$ cat config.mk
export PLATFORM = sky130hd
export DESIGN_NAME = adv_cfg_top
export DESIGN_NICKNAME = d
export VERILOG_FILES = /design/src/rtl/cfg_ctrl_pkg.sv /design/src/rtl/adv_regs_pkg.sv /design/src/rtl/adv_cfg_top.sv /design/src/rtl/adv_cfg_sequencer.sv /design/src/rtl/hdmi_int_tracker.sv /design/src/rtl/adv_cfg_table.sv
export SDC_FILE = /design/constraint.sdc
export NUM_CORES = 1
export LEC_CHECK = 0
export ABC_AREA = 1
export BUFFER_PORTS_ARGS = -buffer_cell sky130_fd_sc_hd__buf_2
export CAP_MARGIN = 10
export CORE_MARGIN = 5
export CORE_UTILIZATION = 40
export CTS_BUF_LIST = sky130_fd_sc_hd__clkbuf_4 sky130_fd_sc_hd__clkbuf_8
export CTS_CLUSTER_DIAMETER = 80
export CTS_CLUSTER_SIZE = 28
export DETAILED_ROUTE_END_ITERATION = 10
export PLACE_DENSITY = 0.63
export SYNTH_ARGS = -nofsm -noshare
export SYNTH_HDL_FRONTEND = slang
export SYNTH_SLANG_ARGS = --single-unit
export TNS_END_PERCENT = 5
$ cat constraint.sdc
create_clock -name clk -period 6.8 [get_ports clk]
set_clock_uncertainty 0.05 [all_clocks]
set_input_delay 1.7 -clock clk [delete_from_list [all_inputs] [get_ports clk]]
set_output_delay 1.7 -clock clk [all_outputs]
set_load 0.1 [all_outputs]
$ cat src/rtl/cfg_ctrl_pkg.sv
package cfg_ctrl_pkg;

    // which block of the configuration is being walked
    typedef enum logic [1:0] {
        phase_bootstrap,
        phase_init,
        phase_pll_check,
        phase_idle
    } cfg_phase_t;

    // request channel handshake
    // next loads a table entry, issue waits for the transfer,
    // wait_rsp waits for the response strobe
    typedef enum logic [1:0] {
        bus_issue,
        bus_wait_rsp,
        bus_next
    } bus_state_t;

endpackage

$ cat src/rtl/adv_regs_pkg.sv
package adv_regs_pkg;

    typedef logic [7:0] reg_addr_t;
    typedef logic [7:0] reg_data_t;
    typedef logic [4:0] step_t;
    typedef logic [7:0] int_count_t;

    localparam int bootstrap_len = 11;
    localparam int init_len      = 16;

    // pll status register, bit 4 set once the pll is locked
    localparam reg_addr_t pll_status_addr = 8'h9E;
    localparam int        pll_lock_bit    = 4;

    // registers whose value comes from the video mode inputs
    localparam reg_addr_t vid_cfg_addr = 8'h17;
    localparam reg_addr_t pr_mode_addr = 8'h3B;
    localparam reg_addr_t vic_addr     = 8'h3C;

    // bootstrap: power up, fixed registers, interrupt setup
    localparam reg_data_t pwr_ctrl_val   = 8'h10;
    localparam reg_data_t fixed_98_val   = 8'h03;
    localparam reg_data_t fixed_9a_val   = 8'hE0;
    localparam reg_data_t fixed_9c_val   = 8'h30;
    localparam reg_data_t fixed_9d_val   = 8'h01;
    localparam reg_data_t fixed_a2_val   = 8'hA4;
    localparam reg_data_t fixed_a3_val   = 8'hA4;
    localparam reg_data_t fixed_e0_val   = 8'hD0;
    localparam reg_data_t fixed_f9_val   = 8'h00;
    // hpd and monitor sense interrupts enabled, then their flags cleared
    localparam reg_data_t int_enable_val = 8'hC0;
    localparam reg_data_t int_clear_val  = 8'hC0;

    // init: 24 bit rgb input, 44.1 kHz i2s audio
    localparam reg_data_t input_id_val    = 8'h00;
    localparam reg_data_t output_fmt_val  = 8'h30;  // 8-bit 4:4:4 output
    localparam reg_data_t avi_info_val    = 8'h00;
    localparam reg_data_t csc_ctrl_val    = 8'h46;
    localparam reg_data_t hdmi_mode_val   = 8'h06;
    localparam reg_data_t clk_delay_val   = 8'h60;
    localparam reg_data_t audio_sel_val   = 8'h00;
    // audio clock regeneration n = 0x01880
    localparam reg_data_t acr_n_hi_val    = 8'h00;
    localparam reg_data_t acr_n_mid_val   = 8'h18;
    localparam reg_data_t acr_n_lo_val    = 8'h80;
    localparam reg_data_t spdif_ctrl_val  = 8'h0E;
    localparam reg_data_t i2s_ctrl_val    = 8'h05;
    localparam reg_data_t i2s_width_val   = 8'h10;

endpackage
$ cat src/rtl/adv_cfg_top.sv
module adv_cfg_top
    import adv_regs_pkg::*, cfg_ctrl_pkg::*;
(
    input  logic      clk,
    input  logic      reset,
    input  logic      hdmi_int,
    input  reg_data_t reg_17_value,
    input  reg_data_t reg_3b_value,
    input  reg_data_t reg_3c_value,
    output logic      req_valid,
    input  logic      req_ready,
    output logic      req_is_read,
    output reg_addr_t req_addr,
    output reg_data_t req_value,
    input  logic      rsp_valid,
    input  reg_data_t rsp_data,
    input  logic      rsp_ack_error,
    output logic      ready
);

    cfg_phase_t cfg_phase;
    step_t      cfg_step;
    reg_addr_t  tbl_addr;
    reg_data_t  tbl_value;
    logic       tbl_is_read;
    logic       tbl_last;
    logic       int_pending;
    logic       int_take;

    adv_cfg_table u_table (
        .cfg_phase    (cfg_phase),
        .cfg_step     (cfg_step),
        .reg_17_value (reg_17_value),
        .reg_3b_value (reg_3b_value),
        .reg_3c_value (reg_3c_value),
        .tbl_addr     (tbl_addr),
        .tbl_value    (tbl_value),
        .tbl_is_read  (tbl_is_read),
        .tbl_last     (tbl_last)
    );

    hdmi_int_tracker u_tracker (
        .clk         (clk),
        .reset       (reset),
        .hdmi_int    (hdmi_int),
        .int_take    (int_take),
        .int_pending (int_pending)
    );

    adv_cfg_sequencer u_sequencer (
        .clk           (clk),
        .reset         (reset),
        .tbl_addr      (tbl_addr),
        .tbl_value     (tbl_value),
        .tbl_is_read   (tbl_is_read),
        .tbl_last      (tbl_last),
        .int_pending   (int_pending),
        .cfg_phase     (cfg_phase),
        .cfg_step      (cfg_step),
        .int_take      (int_take),
        .req_valid     (req_valid),
        .req_ready     (req_ready),
        .req_is_read   (req_is_read),
        .req_addr      (req_addr),
        .req_value     (req_value),
        .rsp_valid     (rsp_valid),
        .rsp_data      (rsp_data),
        .rsp_ack_error (rsp_ack_error),
        .ready         (ready)
    );

endmodule

$ cat src/rtl/adv_cfg_sequencer.sv
module adv_cfg_sequencer
    import adv_regs_pkg::*, cfg_ctrl_pkg::*;
(
    input  logic       clk,
    input  logic       reset,
    input  reg_addr_t  tbl_addr,
    input  reg_data_t  tbl_value,
    input  logic       tbl_is_read,
    input  logic       tbl_last,
    input  logic       int_pending,
    output cfg_phase_t cfg_phase,
    output step_t      cfg_step,
    output logic       int_take,
    output logic       req_valid,
    input  logic       req_ready,
    output logic       req_is_read,
    output reg_addr_t  req_addr,
    output reg_data_t  req_value,
    input  logic       rsp_valid,
    input  reg_data_t  rsp_data,
    input  logic       rsp_ack_error,
    output logic       ready
);

    bus_state_t bus_state;
    cfg_phase_t adv_phase;
    step_t      adv_step;
    logic       pll_locked;
    logic       load_req;
    logic       retry_req;

    // phase and step point at the table entry that is loaded next,
    // so the request register alone holds the outstanding transaction
    always_comb begin
        adv_phase = cfg_phase;
        adv_step  = cfg_step + step_t'(1);
        if (tbl_last) begin
            adv_step = '0;
            case (cfg_phase)
                phase_bootstrap: adv_phase = phase_init;
                phase_init:      adv_phase = phase_pll_check;
                // after the pll read the failure path is assumed
                default:         adv_phase = phase_bootstrap;
            endcase
        end
    end

    // the pll status read is the only read in the table
    assign pll_locked = req_is_read && rsp_data[pll_lock_bit];

    assign retry_req = (bus_state == bus_wait_rsp) && rsp_valid && rsp_ack_error;

    assign load_req = ((bus_state == bus_next) && (cfg_phase != phase_idle))
                   || ((bus_state == bus_wait_rsp) && rsp_valid && !rsp_ack_error
                       && !pll_locked);

    // one pending interrupt is served per pass through idle
    assign int_take = (bus_state == bus_next) && (cfg_phase == phase_idle) && int_pending;

    always_ff @(posedge clk) begin
        if (load_req) begin
            req_is_read <= tbl_is_read;
            req_addr    <= tbl_addr;
            req_value   <= tbl_value;
        end
    end

    always_ff @(posedge clk) begin
        if (!reset) begin
            cfg_phase <= phase_bootstrap;
            cfg_step  <= '0;
            bus_state <= bus_next;
            req_valid <= 1'b0;
            ready     <= 1'b0;
        end else begin
            case (bus_state)
                bus_next: begin
                    if (int_take) begin
                        ready     <= 1'b0;
                        cfg_phase <= phase_bootstrap;
                        cfg_step  <= '0;
                    end
                end
                bus_issue: begin
                    if (req_ready) begin
                        req_valid <= 1'b0;
                        bus_state <= bus_wait_rsp;
                    end
                end
                bus_wait_rsp: begin
                    if (rsp_valid && !rsp_ack_error && pll_locked) begin
                        ready     <= 1'b1;
                        cfg_phase <= phase_idle;
                        cfg_step  <= '0;
                        bus_state <= bus_next;
                    end
                end
                default: bus_state <= bus_next;
            endcase

            // nacked transaction goes out again with the same payload
            if (retry_req) begin
                req_valid <= 1'b1;
                bus_state <= bus_issue;
            end

            if (load_req) begin
                req_valid <= 1'b1;
                bus_state <= bus_issue;
                cfg_phase <= adv_phase;
                cfg_step  <= adv_step;
            end
        end
    end

endmodule

$ cat src/rtl/hdmi_int_tracker.sv
module hdmi_int_tracker
    import adv_regs_pkg::*;
(
    input  logic clk,
    input  logic reset,
    input  logic hdmi_int,
    input  logic int_take,
    output logic int_pending
);

    logic       int_sync;
    logic       int_prev;
    logic       int_fall;
    int_count_t int_count;

    // input register, then the previous value for the edge compare
    always_ff @(posedge clk) begin
        if (!reset) begin
            int_sync <= 1'b1;
            int_prev <= 1'b1;
        end else begin
            int_sync <= hdmi_int;
            int_prev <= int_sync;
        end
    end

    // hdmi_int is active low
    assign int_fall = int_prev && !int_sync;

    // an edge and a take in the same cycle leave the count alone
    always_ff @(posedge clk) begin
        if (!reset) begin
            int_count <= '0;
        end else if (int_fall && !int_take) begin
            if (int_count != '1) begin
                int_count <= int_count + int_count_t'(1);
            end
        end else if (int_take && !int_fall) begin
            if (int_count != '0) begin
                int_count <= int_count - int_count_t'(1);
            end
        end
    end

    assign int_pending = (int_count != '0);

endmodule

$ cat src/rtl/adv_cfg_table.sv
module adv_cfg_table
    import adv_regs_pkg::*, cfg_ctrl_pkg::*;
(
    input  cfg_phase_t cfg_phase,
    input  step_t      cfg_step,
    input  reg_data_t  reg_17_value,
    input  reg_data_t  reg_3b_value,
    input  reg_data_t  reg_3c_value,
    output reg_addr_t  tbl_addr,
    output reg_data_t  tbl_value,
    output logic       tbl_is_read,
    output logic       tbl_last
);

    always_comb begin
        tbl_addr    = '0;
        tbl_value   = '0;
        tbl_is_read = 1'b0;
        tbl_last    = 1'b0;
        case (cfg_phase)
            phase_bootstrap: begin
                tbl_last = (cfg_step == step_t'(bootstrap_len - 1));
                case (cfg_step)
                    5'd0:  {tbl_addr, tbl_value} = {8'h41, pwr_ctrl_val};
                    5'd1:  {tbl_addr, tbl_value} = {8'h98, fixed_98_val};
                    5'd2:  {tbl_addr, tbl_value} = {8'h9A, fixed_9a_val};
                    5'd3:  {tbl_addr, tbl_value} = {8'h9C, fixed_9c_val};
                    5'd4:  {tbl_addr, tbl_value} = {8'h9D, fixed_9d_val};
                    5'd5:  {tbl_addr, tbl_value} = {8'hA2, fixed_a2_val};
                    5'd6:  {tbl_addr, tbl_value} = {8'hA3, fixed_a3_val};
                    5'd7:  {tbl_addr, tbl_value} = {8'hE0, fixed_e0_val};
                    5'd8:  {tbl_addr, tbl_value} = {8'hF9, fixed_f9_val};
                    5'd9:  {tbl_addr, tbl_value} = {8'h94, int_enable_val};
                    5'd10: {tbl_addr, tbl_value} = {8'h96, int_clear_val};
                    default: ;
                endcase
            end
            phase_init: begin
                tbl_last = (cfg_step == step_t'(init_len - 1));
                case (cfg_step)
                    5'd0:  {tbl_addr, tbl_value} = {8'h15, input_id_val};
                    // sync polarity and aspect ratio follow the video mode
                    5'd1:  {tbl_addr, tbl_value} = {vid_cfg_addr, reg_17_value};
                    5'd2:  {tbl_addr, tbl_value} = {8'h16, output_fmt_val};
                    5'd3:  {tbl_addr, tbl_value} = {8'h55, avi_info_val};
                    5'd4:  {tbl_addr, tbl_value} = {8'h18, csc_ctrl_val};
                    5'd5:  {tbl_addr, tbl_value} = {8'hAF, hdmi_mode_val};
                    5'd6:  {tbl_addr, tbl_value} = {8'hBA, clk_delay_val};
                    5'd7:  {tbl_addr, tbl_value} = {8'h0A, audio_sel_val};
                    5'd8:  {tbl_addr, tbl_value} = {8'h01, acr_n_hi_val};
                    5'd9:  {tbl_addr, tbl_value} = {8'h02, acr_n_mid_val};
                    5'd10: {tbl_addr, tbl_value} = {8'h03, acr_n_lo_val};
                    5'd11: {tbl_addr, tbl_value} = {8'h0B, spdif_ctrl_val};
                    5'd12: {tbl_addr, tbl_value} = {8'h0C, i2s_ctrl_val};
                    5'd13: {tbl_addr, tbl_value} = {8'h0D, i2s_width_val};
                    // pixel repetition and vic of the current mode
                    5'd14: {tbl_addr, tbl_value} = {pr_mode_addr, reg_3b_value};
                    5'd15: {tbl_addr, tbl_value} = {vic_addr, reg_3c_value};
                    default: ;
                endcase
            end
            phase_pll_check: begin
                // single read, the value field is unused
                tbl_addr    = pll_status_addr;
                tbl_is_read = 1'b1;
                tbl_last    = 1'b1;
            end
            default: ;
        endcase
    end

endmodule

# == Word level (Yosys, flattened, before mapping) ==
# Cells that the tools add are included.
# word_totals
elab_cells,123
latch_bits,0
inputBits,38
mem_bits_rw,0
output_inout_bits,19
rom_bits,0
n_memories,0
regBits,38
# op_classes
eq_ne,32
bitwise_logic,2
div_mod_pow,0
multipliers,0
n_shift,0
n_reduce_logical,39
n_lt_le_gt_ge,0
muxes,35
addsub,3
# op_table
op,n
$pmux W8 S16,1
$pmux W8 S12,1
$pmux W8 S11,1
$pmux W8 S8,1
$eq A5 B4 Y1 const B,8
$mux W8,4
$pmux W8 S3,1
$eq A5 B3 Y1 const B,4
$mux W5,4
$mux W2,8
$pmux W8 S2,1
$reduce_and A3 Y1,5
$logic_and A1 B1 Y1,13
$ne A2 B2 Y1 const B,6
$eq A5 B2 Y1 const B,2
$pmux W5 S2,1
$reduce_bool A3 Y1,3
$add A8 B1 Y8 const B,1
$ne A4 B2 Y1 const B,2
$ne A8 B8 Y1 const B,1
$pmux W2 S2,2
$reduce_bool A8 Y1,1
$sub A8 B1 Y8 const B,1
$mux W1,7
19 further kinds,32

# == Depth between registers and ports, before layout ==
# Gate-level depths: netlist of run 1.
# logic_depth
word_depth,7
ltp_mapped,15
ltp_nobuf,15

# == Modules after synthesis ==
# A second synthesis of run 1 with hierarchy kept.
# hier_totals
cells_unflattened,433
hier_area_um2,2830.2
# by_module_without_submodules
module,area_each_um2,cells_each,n_inst,seq_area_each_um2
adv_cfg_sequencer,1153.6,117,1,730.7
adv_cfg_table,873.3,190,1,0.0
hdmi_int_tracker,803.3,126,1,200.2

# == Least setup slack after synthesis of run 1 ==
# No wires, ideal clock.
# synth_timing
path_type,input to register
from,in rsp_valid
to,reg u_sequencer.cfg_step[4]
stages,7
setup_ps,70
slack_ps,3891
t_arrival_ps,2790
cell_sequence,nand2_1 > nor2_4 > nand2_1 > o21ai_2 > nand2_1 > or2_1 > a21oi_1
# synth_via
elab_chain_cells,6
# synth_rtl
item,line,text
"start, declared",adv_cfg_top.sv:15,"input logic rsp_valid,"
$logic_and A1 B1 Y1 (*) (2 in a row),adv_cfg_sequencer.sv:54,|| ((bus_state == bus_wait_rsp) && rsp_valid && !rsp_ack_error
$logic_and A1 B1 Y1 (*),adv_cfg_sequencer.sv:55,&& !pll_locked);
$logic_or A1 B1 Y1 (*),adv_cfg_sequencer.sv:54,
named net u_sequencer.load_req,adv_cfg_sequencer.sv:29,logic load_req;
$ne A3 B2 Y1 (no line) or $reduce_bool A3 Y1 (tied branches),-,
$reduce_and A3 Y1 (no line),-,
"end signal, assigned",adv_cfg_sequencer.sv:111,cfg_step <= adv_step;
"end, declared",adv_cfg_sequencer.sv:12,"output step_t cfg_step,"
# Mark *: on every way through the listed nets, which the timed path passes. The rest lies on a longest branch.
# A chain may end at the register's enable or synchronous reset.

# == Final worst setup path of run 1 ==
# Same ends and word-level chain as after synthesis.

==> impl_metrics.toml, run 1 <==
[timing]
rsz0062_at_grt = "false"
slew_violations = 0
tightest_slew_ns = 1.16
timing.setup.tns_ns = 0
setup_ws_ns = 3.73
hold_violations = 0
post-route-min-period_ns = 3.07
fin_crit_sh_pct = 45.1
maxSlewHeadroom_pct = 22.5
fmax_mhz = 326
finalSetupViolations = 0

[yosys]
synthesis.nets = 441
ys_ff_latch = 38
synth.avg_cell_area_um2 = 6.94
postSynthCellCount = 385
dominantRegCellSynth = "dfxtp_1"
async_reset_ff_share_pct = 0
ys_seq_area_share_pct = 34.8
synth-edff-count = 17
ys_types = 37
yosysWarningCount = 0
syn_area_um2 = 2670

[place]
place.gp.congestion = 0.941
postPlaceCellArea_um2 = 2990
place_ws_ns = 3.45
place_inst = 507
hpwl_mm = 5.17
numPortBuffers = 49

[critical_path]
worstPathMaxFanout = 22
crit_required_ns = 6.98
r2r_end = "u_tracker.int_count[7]"
worst-r2r-cell-count = 13
worstSetupStartpoint = "rsp_valid"
worstSetupStartpointType = "input port"
cp.arrival_ns = 3.24
critPathKind = "in2reg"
rrSetupSlack_ns = 4.18
critPathCapture = "u_sequencer.cfg_step[4]"
r2r_start = "u_sequencer.bus_state[0]"
cp-end-kind = "register"

[cts]
clk_latency_ns = 0.30
ctsRootBufferMaster = "clkbuf_8"
postCtsHoldBufs = 0
ctsHtreeMaxLevel = 2
cts_tree = "done"
cts_buffer_depth = 2
clkTransAtPathRegs_ns = 0.07
cts_resized = 0
numCtsBuffers = 5
cts_setup_buffers = 0
clock_sinks = 38

[grt]
grt_use_total_pct = 16.7
antenna_found_initial = 0
overflow = 0
grt_pass1_wl_mm = 11.6
grt_start_max_net_pins = 23
grt_pass1_vias = 2555

[pwr]
peakVddDrop_uv = 124
powerDensity_nw_per_um2 = 491
p_leak_nw = 1.54

[final_layout]
final_core_util_pct = 48.1
stdcell_count = 515
fin_area_um2 = 3090
areaGrowthSynthToFinish_pct = 15.5
seq_area_um2 = 931
multiInputGateArea_um2 = 1560
final_nets = 493
fillers = 670
n_antenna_cell = 0
layout-drive-gt1-share_pct = 19.4

[floorplan]
std_cell_rows = 29
die_h_um = 91.7
core_um2 = 6420
ioPinCount = 57
die_area_um2 = 8420
initial_core_util_pct = 41.6
floorplan.die.width_um = 91.7

[detailed_routing]
num_vias = 2594
drtPass1Iterations = 5
wl_per_cell_um = 12.9
wl_mm = 6.67
drc = 0
postRouteAntennaNets = 0
vias_per_cell = 5.04
drt_iter0_drc = 113

[min_path]
hold_depth = 1
hold_path.class = "reg2reg"

[flow_run]
maxCapViolCount = 0

[status]
run_status = "complete, no violations"
[registers in the layout, summed over array words and instances, names as in the netlist]
signal / flops
u_sequencer.cfg_phase: 2
u_tracker.int_sync: 1
u_sequencer.req_is_read: 1
u_sequencer.req_value: 8
u_sequencer.req_addr: 8
u_sequencer.req_valid: 1
u_sequencer.ready: 1
u_sequencer.bus_state: 2
u_tracker.int_count: 8
u_tracker.int_prev: 1
u_sequencer.cfg_step: 5
[routing by layer]
layer  wire length (um)  part of all wire (%)  track usage (%)
met4                112                   1.7             5.69
met2               3130                    47             28.2
met5                  0                     0                0
met3                224                   3.4             2.62
met1               3200                    48             21.9
[worst min-delay path by stage]
stage | start | endpoint | slack [ns]
global route | u_tracker.int_sync | u_tracker.int_prev | 0.43
global placement | u_tracker.int_sync | u_tracker.int_prev | 0.38
CTS | u_tracker.int_sync | u_tracker.int_prev | 0.41
floorplan | u_tracker.int_sync | u_tracker.int_prev | 0.37
detailed placement | u_tracker.int_sync | u_tracker.int_prev | 0.39
finish | u_tracker.int_sync | u_tracker.int_prev | 0.40
[worst max-delay path, stage by stage]
cell and delay (ns):
buf_2 0.09, nand2_1 0.09, nor2_4 0.14, nand2_1 0.10, o21ai_2 0.45, nand2_1 0.27, or2_1 0.28, a21oi_1 0.13
[cells in the mapped netlist (3+ instances only)]
master    number  area [um^2]
a21oi_1       27          135
dfxtp_1       21          420
edfxtp_1      17          510
ha_1          17          213
inv_1         32          120
inv_2         10         37.5
nand2_1      109          409
nand2_2        5         31.3
nand3_1       23          115
nand3b_1       3         22.5
nand4_1        6         37.5
nor2_1        52          195
nor2_2         7         43.8
nor3_1         3         15.0
o21ai_0        7         35.0
o21ai_1       16         80.1
xor2_1         5         43.8
[cell families (layout without fill, tap and decap cells)]
kind of cell / count (synthesis) / after routing / synth area share, %
flip-flops: 38 / 38 / 34.8
AO/OA/AOI/OAI: 64 / 64 / 13.8
AND/OR/NAND/NOR: 213 / 213 / 34.0
buffers and inverters: 46 / 99 / 6.70
adder cells (fa/ha/maj): 18 / 18 / 8.71
XOR/XNOR: 6 / 6 / 1.97
[where the power goes]
part           internal [mW]  switching [mW]  total, mW
Clock                 0.0818          0.0831      0.165
Sequential             0.351          0.0431      0.394
Combinational          0.211           0.746      0.957
Total                  0.644           0.872       1.52
[cell type report]
| type | instances | area share (%) |
|---|---|---|
| Multi-Input combinational cell | 301 | 50.6 |
| Tap cell | 77 | 3.12 |
| Sequential cell | 38 | 30.2 |
| Clock buffer | 6 | 2.68 |
| Timing Repair Buffer | 49 | 7.94 |
| Inverter | 42 | 5.11 |
| Clock inverter | 2 | 0.365 |
[cell usage in the layout (no fill, tap or decap), types with 2 or more instances in the layout]
cell type | synthesis | layout
nand2_1 | 109 | 109
nor2_1 | 52 | 52
buf_2 | 2 | 49
inv_1 | 32 | 32
a21oi_1 | 27 | 27
nand3_1 | 23 | 23
dfxtp_1 | 21 | 21
ha_1 | 17 | 17
edfxtp_1 | 17 | 17
o21ai_1 | 16 | 16
inv_2 | 10 | 10
nor2_2 | 7 | 7
o21ai_0 | 7 | 7
nand4_1 | 6 | 6
clkbuf_8 | 0 | 6
nand2_2 | 5 | 5
xor2_1 | 5 | 5
nor3_1 | 3 | 3
nand3b_1 | 3 | 3
a21boi_1 | 2 | 2
a211oi_1 | 2 | 2
o2111ai_1 | 2 | 2
or2_2 | 2 | 2
[stage by stage]
stage / total power, mW / hold WS, ns
after global placement: 1.35 / 0.385
after floorplan: 1.18 / 0.368
after CTS: 1.53 / 0.407
after detailed placement: 1.36 / 0.387
after global routing: 1.63 / 0.434
final: 1.52 / 0.403
(Power assumes the default switching activity.)
==> run 2, diff against run 1 <==
==> constraint.sdc (replaced) <==
create_clock -name clk -period 3.1 [get_ports clk]
set_clock_uncertainty 0.05 [all_clocks]
set_input_delay 0.775 -clock clk [delete_from_list [all_inputs] [get_ports clk]]
set_output_delay 0.775 -clock clk [all_outputs]
set_load 0.1 [all_outputs]
==> impl_metrics.toml, run 2 (synthesis results as in run 1) <==
[status]
run_status = "complete, no violations"

[place]
place_inst = 508
hpwl_mm = 5.27
place.gp.congestion = 0.942
numPortBuffers = 49
postPlaceCellArea_um2 = 3000

[critical_path]
r2r_start = "u_sequencer.bus_state[0]"
cp_slowest_cell = "ha_1"
worstSetupStartpointType = "register"
cp.arrival_ns = 2.79
critPathKind = "reg2reg"
path_cells = "inv_1, ha_1, inv_1, nor2_1, nand2_1, ha_1, inv_1, ha_1, a21oi_1, nand2_1, nand3_1, nand3b_1, a21oi_1, nor2_1"
crit_path_max_incr_delay_ns = 0.34
worstSetupStartpoint = "u_sequencer.bus_state[0]"
worstPathMaxFanout = 9
cp-end-kind = "register"
crit_required_ns = 3.24

[cts]
cts_setup_buffers = 0
cts_tree = "done"
clkTransAtPathRegs_ns = 0.08
ctsHtreeMaxLevel = 2
clock_sinks = 38
cts_resized = 0
postCtsHoldBufs = 0
ctsRootBufferMaster = "clkbuf_8"
clk_latency_ns = 0.29
cts_buffer_depth = 2
numCtsBuffers = 5

[final_layout]
mostFrequentLayoutCell = "nand2_1"
final_core_util_pct = 48.0
final_nets = 494
areaGrowthSynthToFinish_pct = 15.4
layout_common_cells = "nand2_1 (109), nor2_1 (52), buf_2 (49)"
fin_area_um2 = 3090
layout-drive-gt1-share_pct = 19.4
n_antenna_cell = 0
largestRegisters = "u_sequencer.req_addr: 8 flops, u_sequencer.req_value: 8 flops, u_tracker.int_count: 8 flops"
stdcell_count = 516

[floorplan]
core_um2 = 6420
initial_core_util_pct = 41.6
std_cell_rows = 29
die_area_um2 = 8420
ioPinCount = 57
die_h_um = 91.7
floorplan.die.width_um = 91.7

[timing]
slew_violations = 0
fin_crit_sh_pct = 85.3
maxSlewHeadroom_pct = 66.0
rsz0062_at_grt = "false"
timing.setup.tns_ns = 0
post-route-min-period_ns = 2.65
fmax_mhz = 378
tightest_slew_ns = 0.510
hold_violations = 0
finalSetupViolations = 0

[grt]
grt_pass1_wl_mm = 11.6
antenna_found_initial = 0
grt_start_max_net_pins = 16
grt_use_total_pct = 16.7
overflow = 0
grt_pass1_vias = 2531

[detailed_routing]
postRouteAntennaNets = 0
vias_per_cell = 5.00
drtPass1Iterations = 4
num_vias = 2582
wl_mm = 6.71
wl_per_cell_um = 13.0
drt_iter0_drc = 73
drc = 0

[min_path]
worstHoldStart = "u_tracker.int_sync"
hold_path.class = "reg2reg"

[pwr]
peakVddDrop_uv = 284
powerDensity_nw_per_um2 = 1070
p_leak_nw = 1.53

[flow_run]
maxCapViolCount = 0
==> run 2: metrics by stage <==
step / worst slack [ns] / power [mW] / hold WS, ns
3_5_place_dp: 0.498 / 3.00 / 0.396
2_1_floorplan: 0.801 / 2.60 / 0.368
6_report: 0.455 / 3.31 / 0.410
4_1_cts: 0.458 / 3.35 / 0.416
5_1_grt: 0.253 / 3.55 / 0.461
3_3_place_gp: 0.518 / 2.97 / 0.397
==> run 2: worst paths after layout <==
kind	endpoint	slack [ns]	cells past startpoint
max	u_tracker.int_count[5]	0.45	14
min	u_tracker.int_prev	0.41	1
max reg2reg	u_tracker.int_count[5]	0.45	14
min reg2reg	u_tracker.int_prev	0.41	1
==> run 2: cell type report <==
cell class,instances,area [um^2]
fillers,652,3340
multi-input cells,301,1560
flip-flops and latches,38,931
repair buffers,50,253
inverters,42,158
well taps,77,96.3
clock buffers,5,68.8
clock inverters,3,16.3
==> run 2: critical path: cells and delay by family (launching register included) <==
family	cells	cell delay (ns)
AND/OR/NAND/NOR	6	0.55
flip-flops	1	0.32
AO/OA/AOI/OAI	2	0.32
adder cells (fa/ha/maj)	3	0.80
buffers and inverters	3	0.49
==> run 2: report_power, final <==
part	internal (mW)	switching, mW
registers	0.766	0.0961
clock network	0.154	0.182
logic	0.476	1.64
==> run 2: layer usage <==
| layer | wire, um | track usage [%] | up-vias |
|---|---|---|---|
| met5 | 0 | 0 | - |
| met4 | 107 | 6.56 | 0 |
| met3 | 194 | 1.80 | 9 |
| met2 | 3120 | 27.9 | 32 |
| met1 | 3300 | 22.1 | 1170 |
| li1 | - | - | 1371 |
==> run 3, diff against run 2 <==
--- a/config.mk
+++ b/config.mk
@@ -14,7 +14,7 @@
 export CTS_CLUSTER_DIAMETER = 80
 export CTS_CLUSTER_SIZE = 28
 export DETAILED_ROUTE_END_ITERATION = 10
-export PLACE_DENSITY = 0.63
+export PLACE_DENSITY = 0.71
 export SYNTH_ARGS = -nofsm -noshare
 export SYNTH_HDL_FRONTEND = slang
 export SYNTH_SLANG_ARGS = --single-unit
==> impl_metrics.toml, run 3 (synthesis results as in run 1) <==
[timing]
rsz0062_at_grt = "false"
fin_crit_sh_pct = 82.9
fmax_mhz = 389
tightest_slew_ns = 0.526
maxSlewHeadroom_pct = 64.9
slew_violations = 0
hold_violations = 0
post-route-min-period_ns = 2.57
finalSetupViolations = 0
timing.setup.tns_ns = 0

[min_path]
hold_path_end = "u_tracker.int_prev"
hold_path.class = "reg2reg"
worstHoldStart = "u_tracker.int_sync"
hold_depth = 1

[floorplan]
die_area_um2 = 8420
die_h_um = 91.7
floorplan.die.width_um = 91.7
core_um2 = 6420
std_cell_rows = 29
initial_core_util_pct = 41.6
ioPinCount = 57

[pwr]
p_leak_nw = 1.54
combPwrFrac_pct = 63.5
p_sw_share_pct = 57.7
peakVddDrop_uv = 335
power_mw = 3.31
seqPwrFrac_pct = 25.9
clockPowerShare_pct = 10.6
power.switching_mw = 1.91
p_int_mw = 1.40
powerDensity_nw_per_um2 = 1070

[critical_path]
worstPathMaxFanout = 9
r2r_end = "u_tracker.int_count[5]"
critPathKind = "reg2reg"
r2r_start = "u_sequencer.bus_state[0]"
rrSetupSlack_ns = 0.53
cp.arrival_ns = 2.72
crit_required_ns = 3.25
worstSetupStartpointType = "register"
cp-end-kind = "register"
worst-r2r-cell-count = 14

[cts]
ctsHtreeMaxLevel = 2
cts_tree = "done"
postCtsHoldBufs = 0
ctsRootBufferMaster = "clkbuf_8"
clk_latency_ns = 0.29
cts_resized = 0
cts_buffer_depth = 2
clkTransAtPathRegs_ns = 0.09
clock_sinks = 38
cts_setup_buffers = 0
numCtsBuffers = 5

[grt]
grt_use_total_pct = 16.0
grt_pass1_wl_mm = 11.3
grt_start_max_net_pins = 16
antenna_found_initial = 0
overflow = 0
grt_pass1_vias = 2496

[detailed_routing]
drc = 0
drt_iter0_drc = 114
vias_per_cell = 5.06
wl_per_cell_um = 12.5
wl_mm = 6.45
postRouteAntennaNets = 0
drtPass1Iterations = 4
num_vias = 2613

[place]
hpwl_mm = 5.07
numPortBuffers = 49
place.gp.congestion = 0.955

[final_layout]
mostFrequentLayoutCell = "nand2_1"
largestRegisters = "u_sequencer.req_addr: 8 flops, u_sequencer.req_value: 8 flops, u_tracker.int_count: 8 flops"
layout_common_cells = "nand2_1 (109), nor2_1 (52), buf_2 (49)"
areaGrowthSynthToFinish_pct = 15.6
layout-drive-gt1-share_pct = 19.6
fillers = 643
final_nets = 494
n_antenna_cell = 0

[flow_run]
maxCapViolCount = 0

[status]
run_status = "complete, no violations"
[run 3: area by class of cell]
type / count / area (um^2) / share of cell area (%)
Clock buffer: 5 / 68.8 / 2.23
Clock inverter: 3 / 20.0 / 0.648
Inverter: 42 / 158 / 5.10
Multi-Input combinational cell: 301 / 1560 / 50.6
Sequential cell: 38 / 931 / 30.1
Tap cell: 77 / 96.3 / 3.12
Timing Repair Buffer: 50 / 253 / 8.18
[run 3: worst max-delay path by stage]
stage,from,end,slack (ns),cells past startpoint
3_5_place_dp,u_sequencer.bus_state[0],u_tracker.int_count[5],0.54,14
3_3_place_gp,u_sequencer.bus_state[0],u_tracker.int_count[7],0.55,13
5_1_grt,u_sequencer.bus_state[0],u_tracker.int_count[4],0.22,13
4_1_cts,u_sequencer.bus_state[0],u_tracker.int_count[5],0.51,14
2_1_floorplan,u_sequencer.bus_state[0],u_tracker.int_count[5],0.80,14
6_report,u_sequencer.bus_state[0],u_tracker.int_count[5],0.53,14
[run 3: through the flow]
| step | std cells | utilization, % | area (um^2) | worst slack (ns) | hold WS, ns |
|---|---|---|---|---|---|
| finish | 516 | 48.1 | 3090 | 0.530 | 0.402 |
| global route | 516 | 48.1 | 3090 | 0.222 | 0.452 |
| CTS | 516 | 48.1 | 3090 | 0.514 | 0.412 |
| detailed placement | 508 | 46.7 | 3000 | 0.536 | 0.388 |
| global placement | 508 | 46.7 | 3000 | 0.554 | 0.380 |
| floorplan | 385 | - | 2670 | 0.801 | 0.368 |
[run 3: layer usage]
metal  global-route usage (%)  routed length (um)  part of all wire (%)  vias to the layer above
met5                        0                   0                     0                        -
met4                     4.33                  40                  0.62                        0
met3                     2.13                 282                   4.4                        2
met2                     28.2                3160                    49                       62
met1                     20.4                2970                    46                     1177
li1                         -                   -                     -                     1372
[run 3: worst max-delay path: stages, from the launching register on]
cell      delay [ns]
dfxtp_1         0.32
inv_1           0.11
ha_1            0.21
inv_1           0.11
nor2_1          0.11
nand2_1         0.09
ha_1            0.23
inv_1           0.27
ha_1            0.34
a21oi_1         0.15
nand2_1         0.11
nand3_1         0.10
nand3b_1        0.08
a21oi_1         0.14
nor2_1          0.05
[run 3: power by group through the flow]
stage / combinational (mW) / clock, mW / sequential [mW]
after floorplan: 0.887 / 0 / 1.71
final: 2.10 / 0.350 / 0.858
after global routing: 2.29 / 0.380 / 0.881
after CTS: 2.11 / 0.362 / 0.860
after global placement: 2.08 / 0 / 0.869
after detailed placement: 2.10 / 0 / 0.871
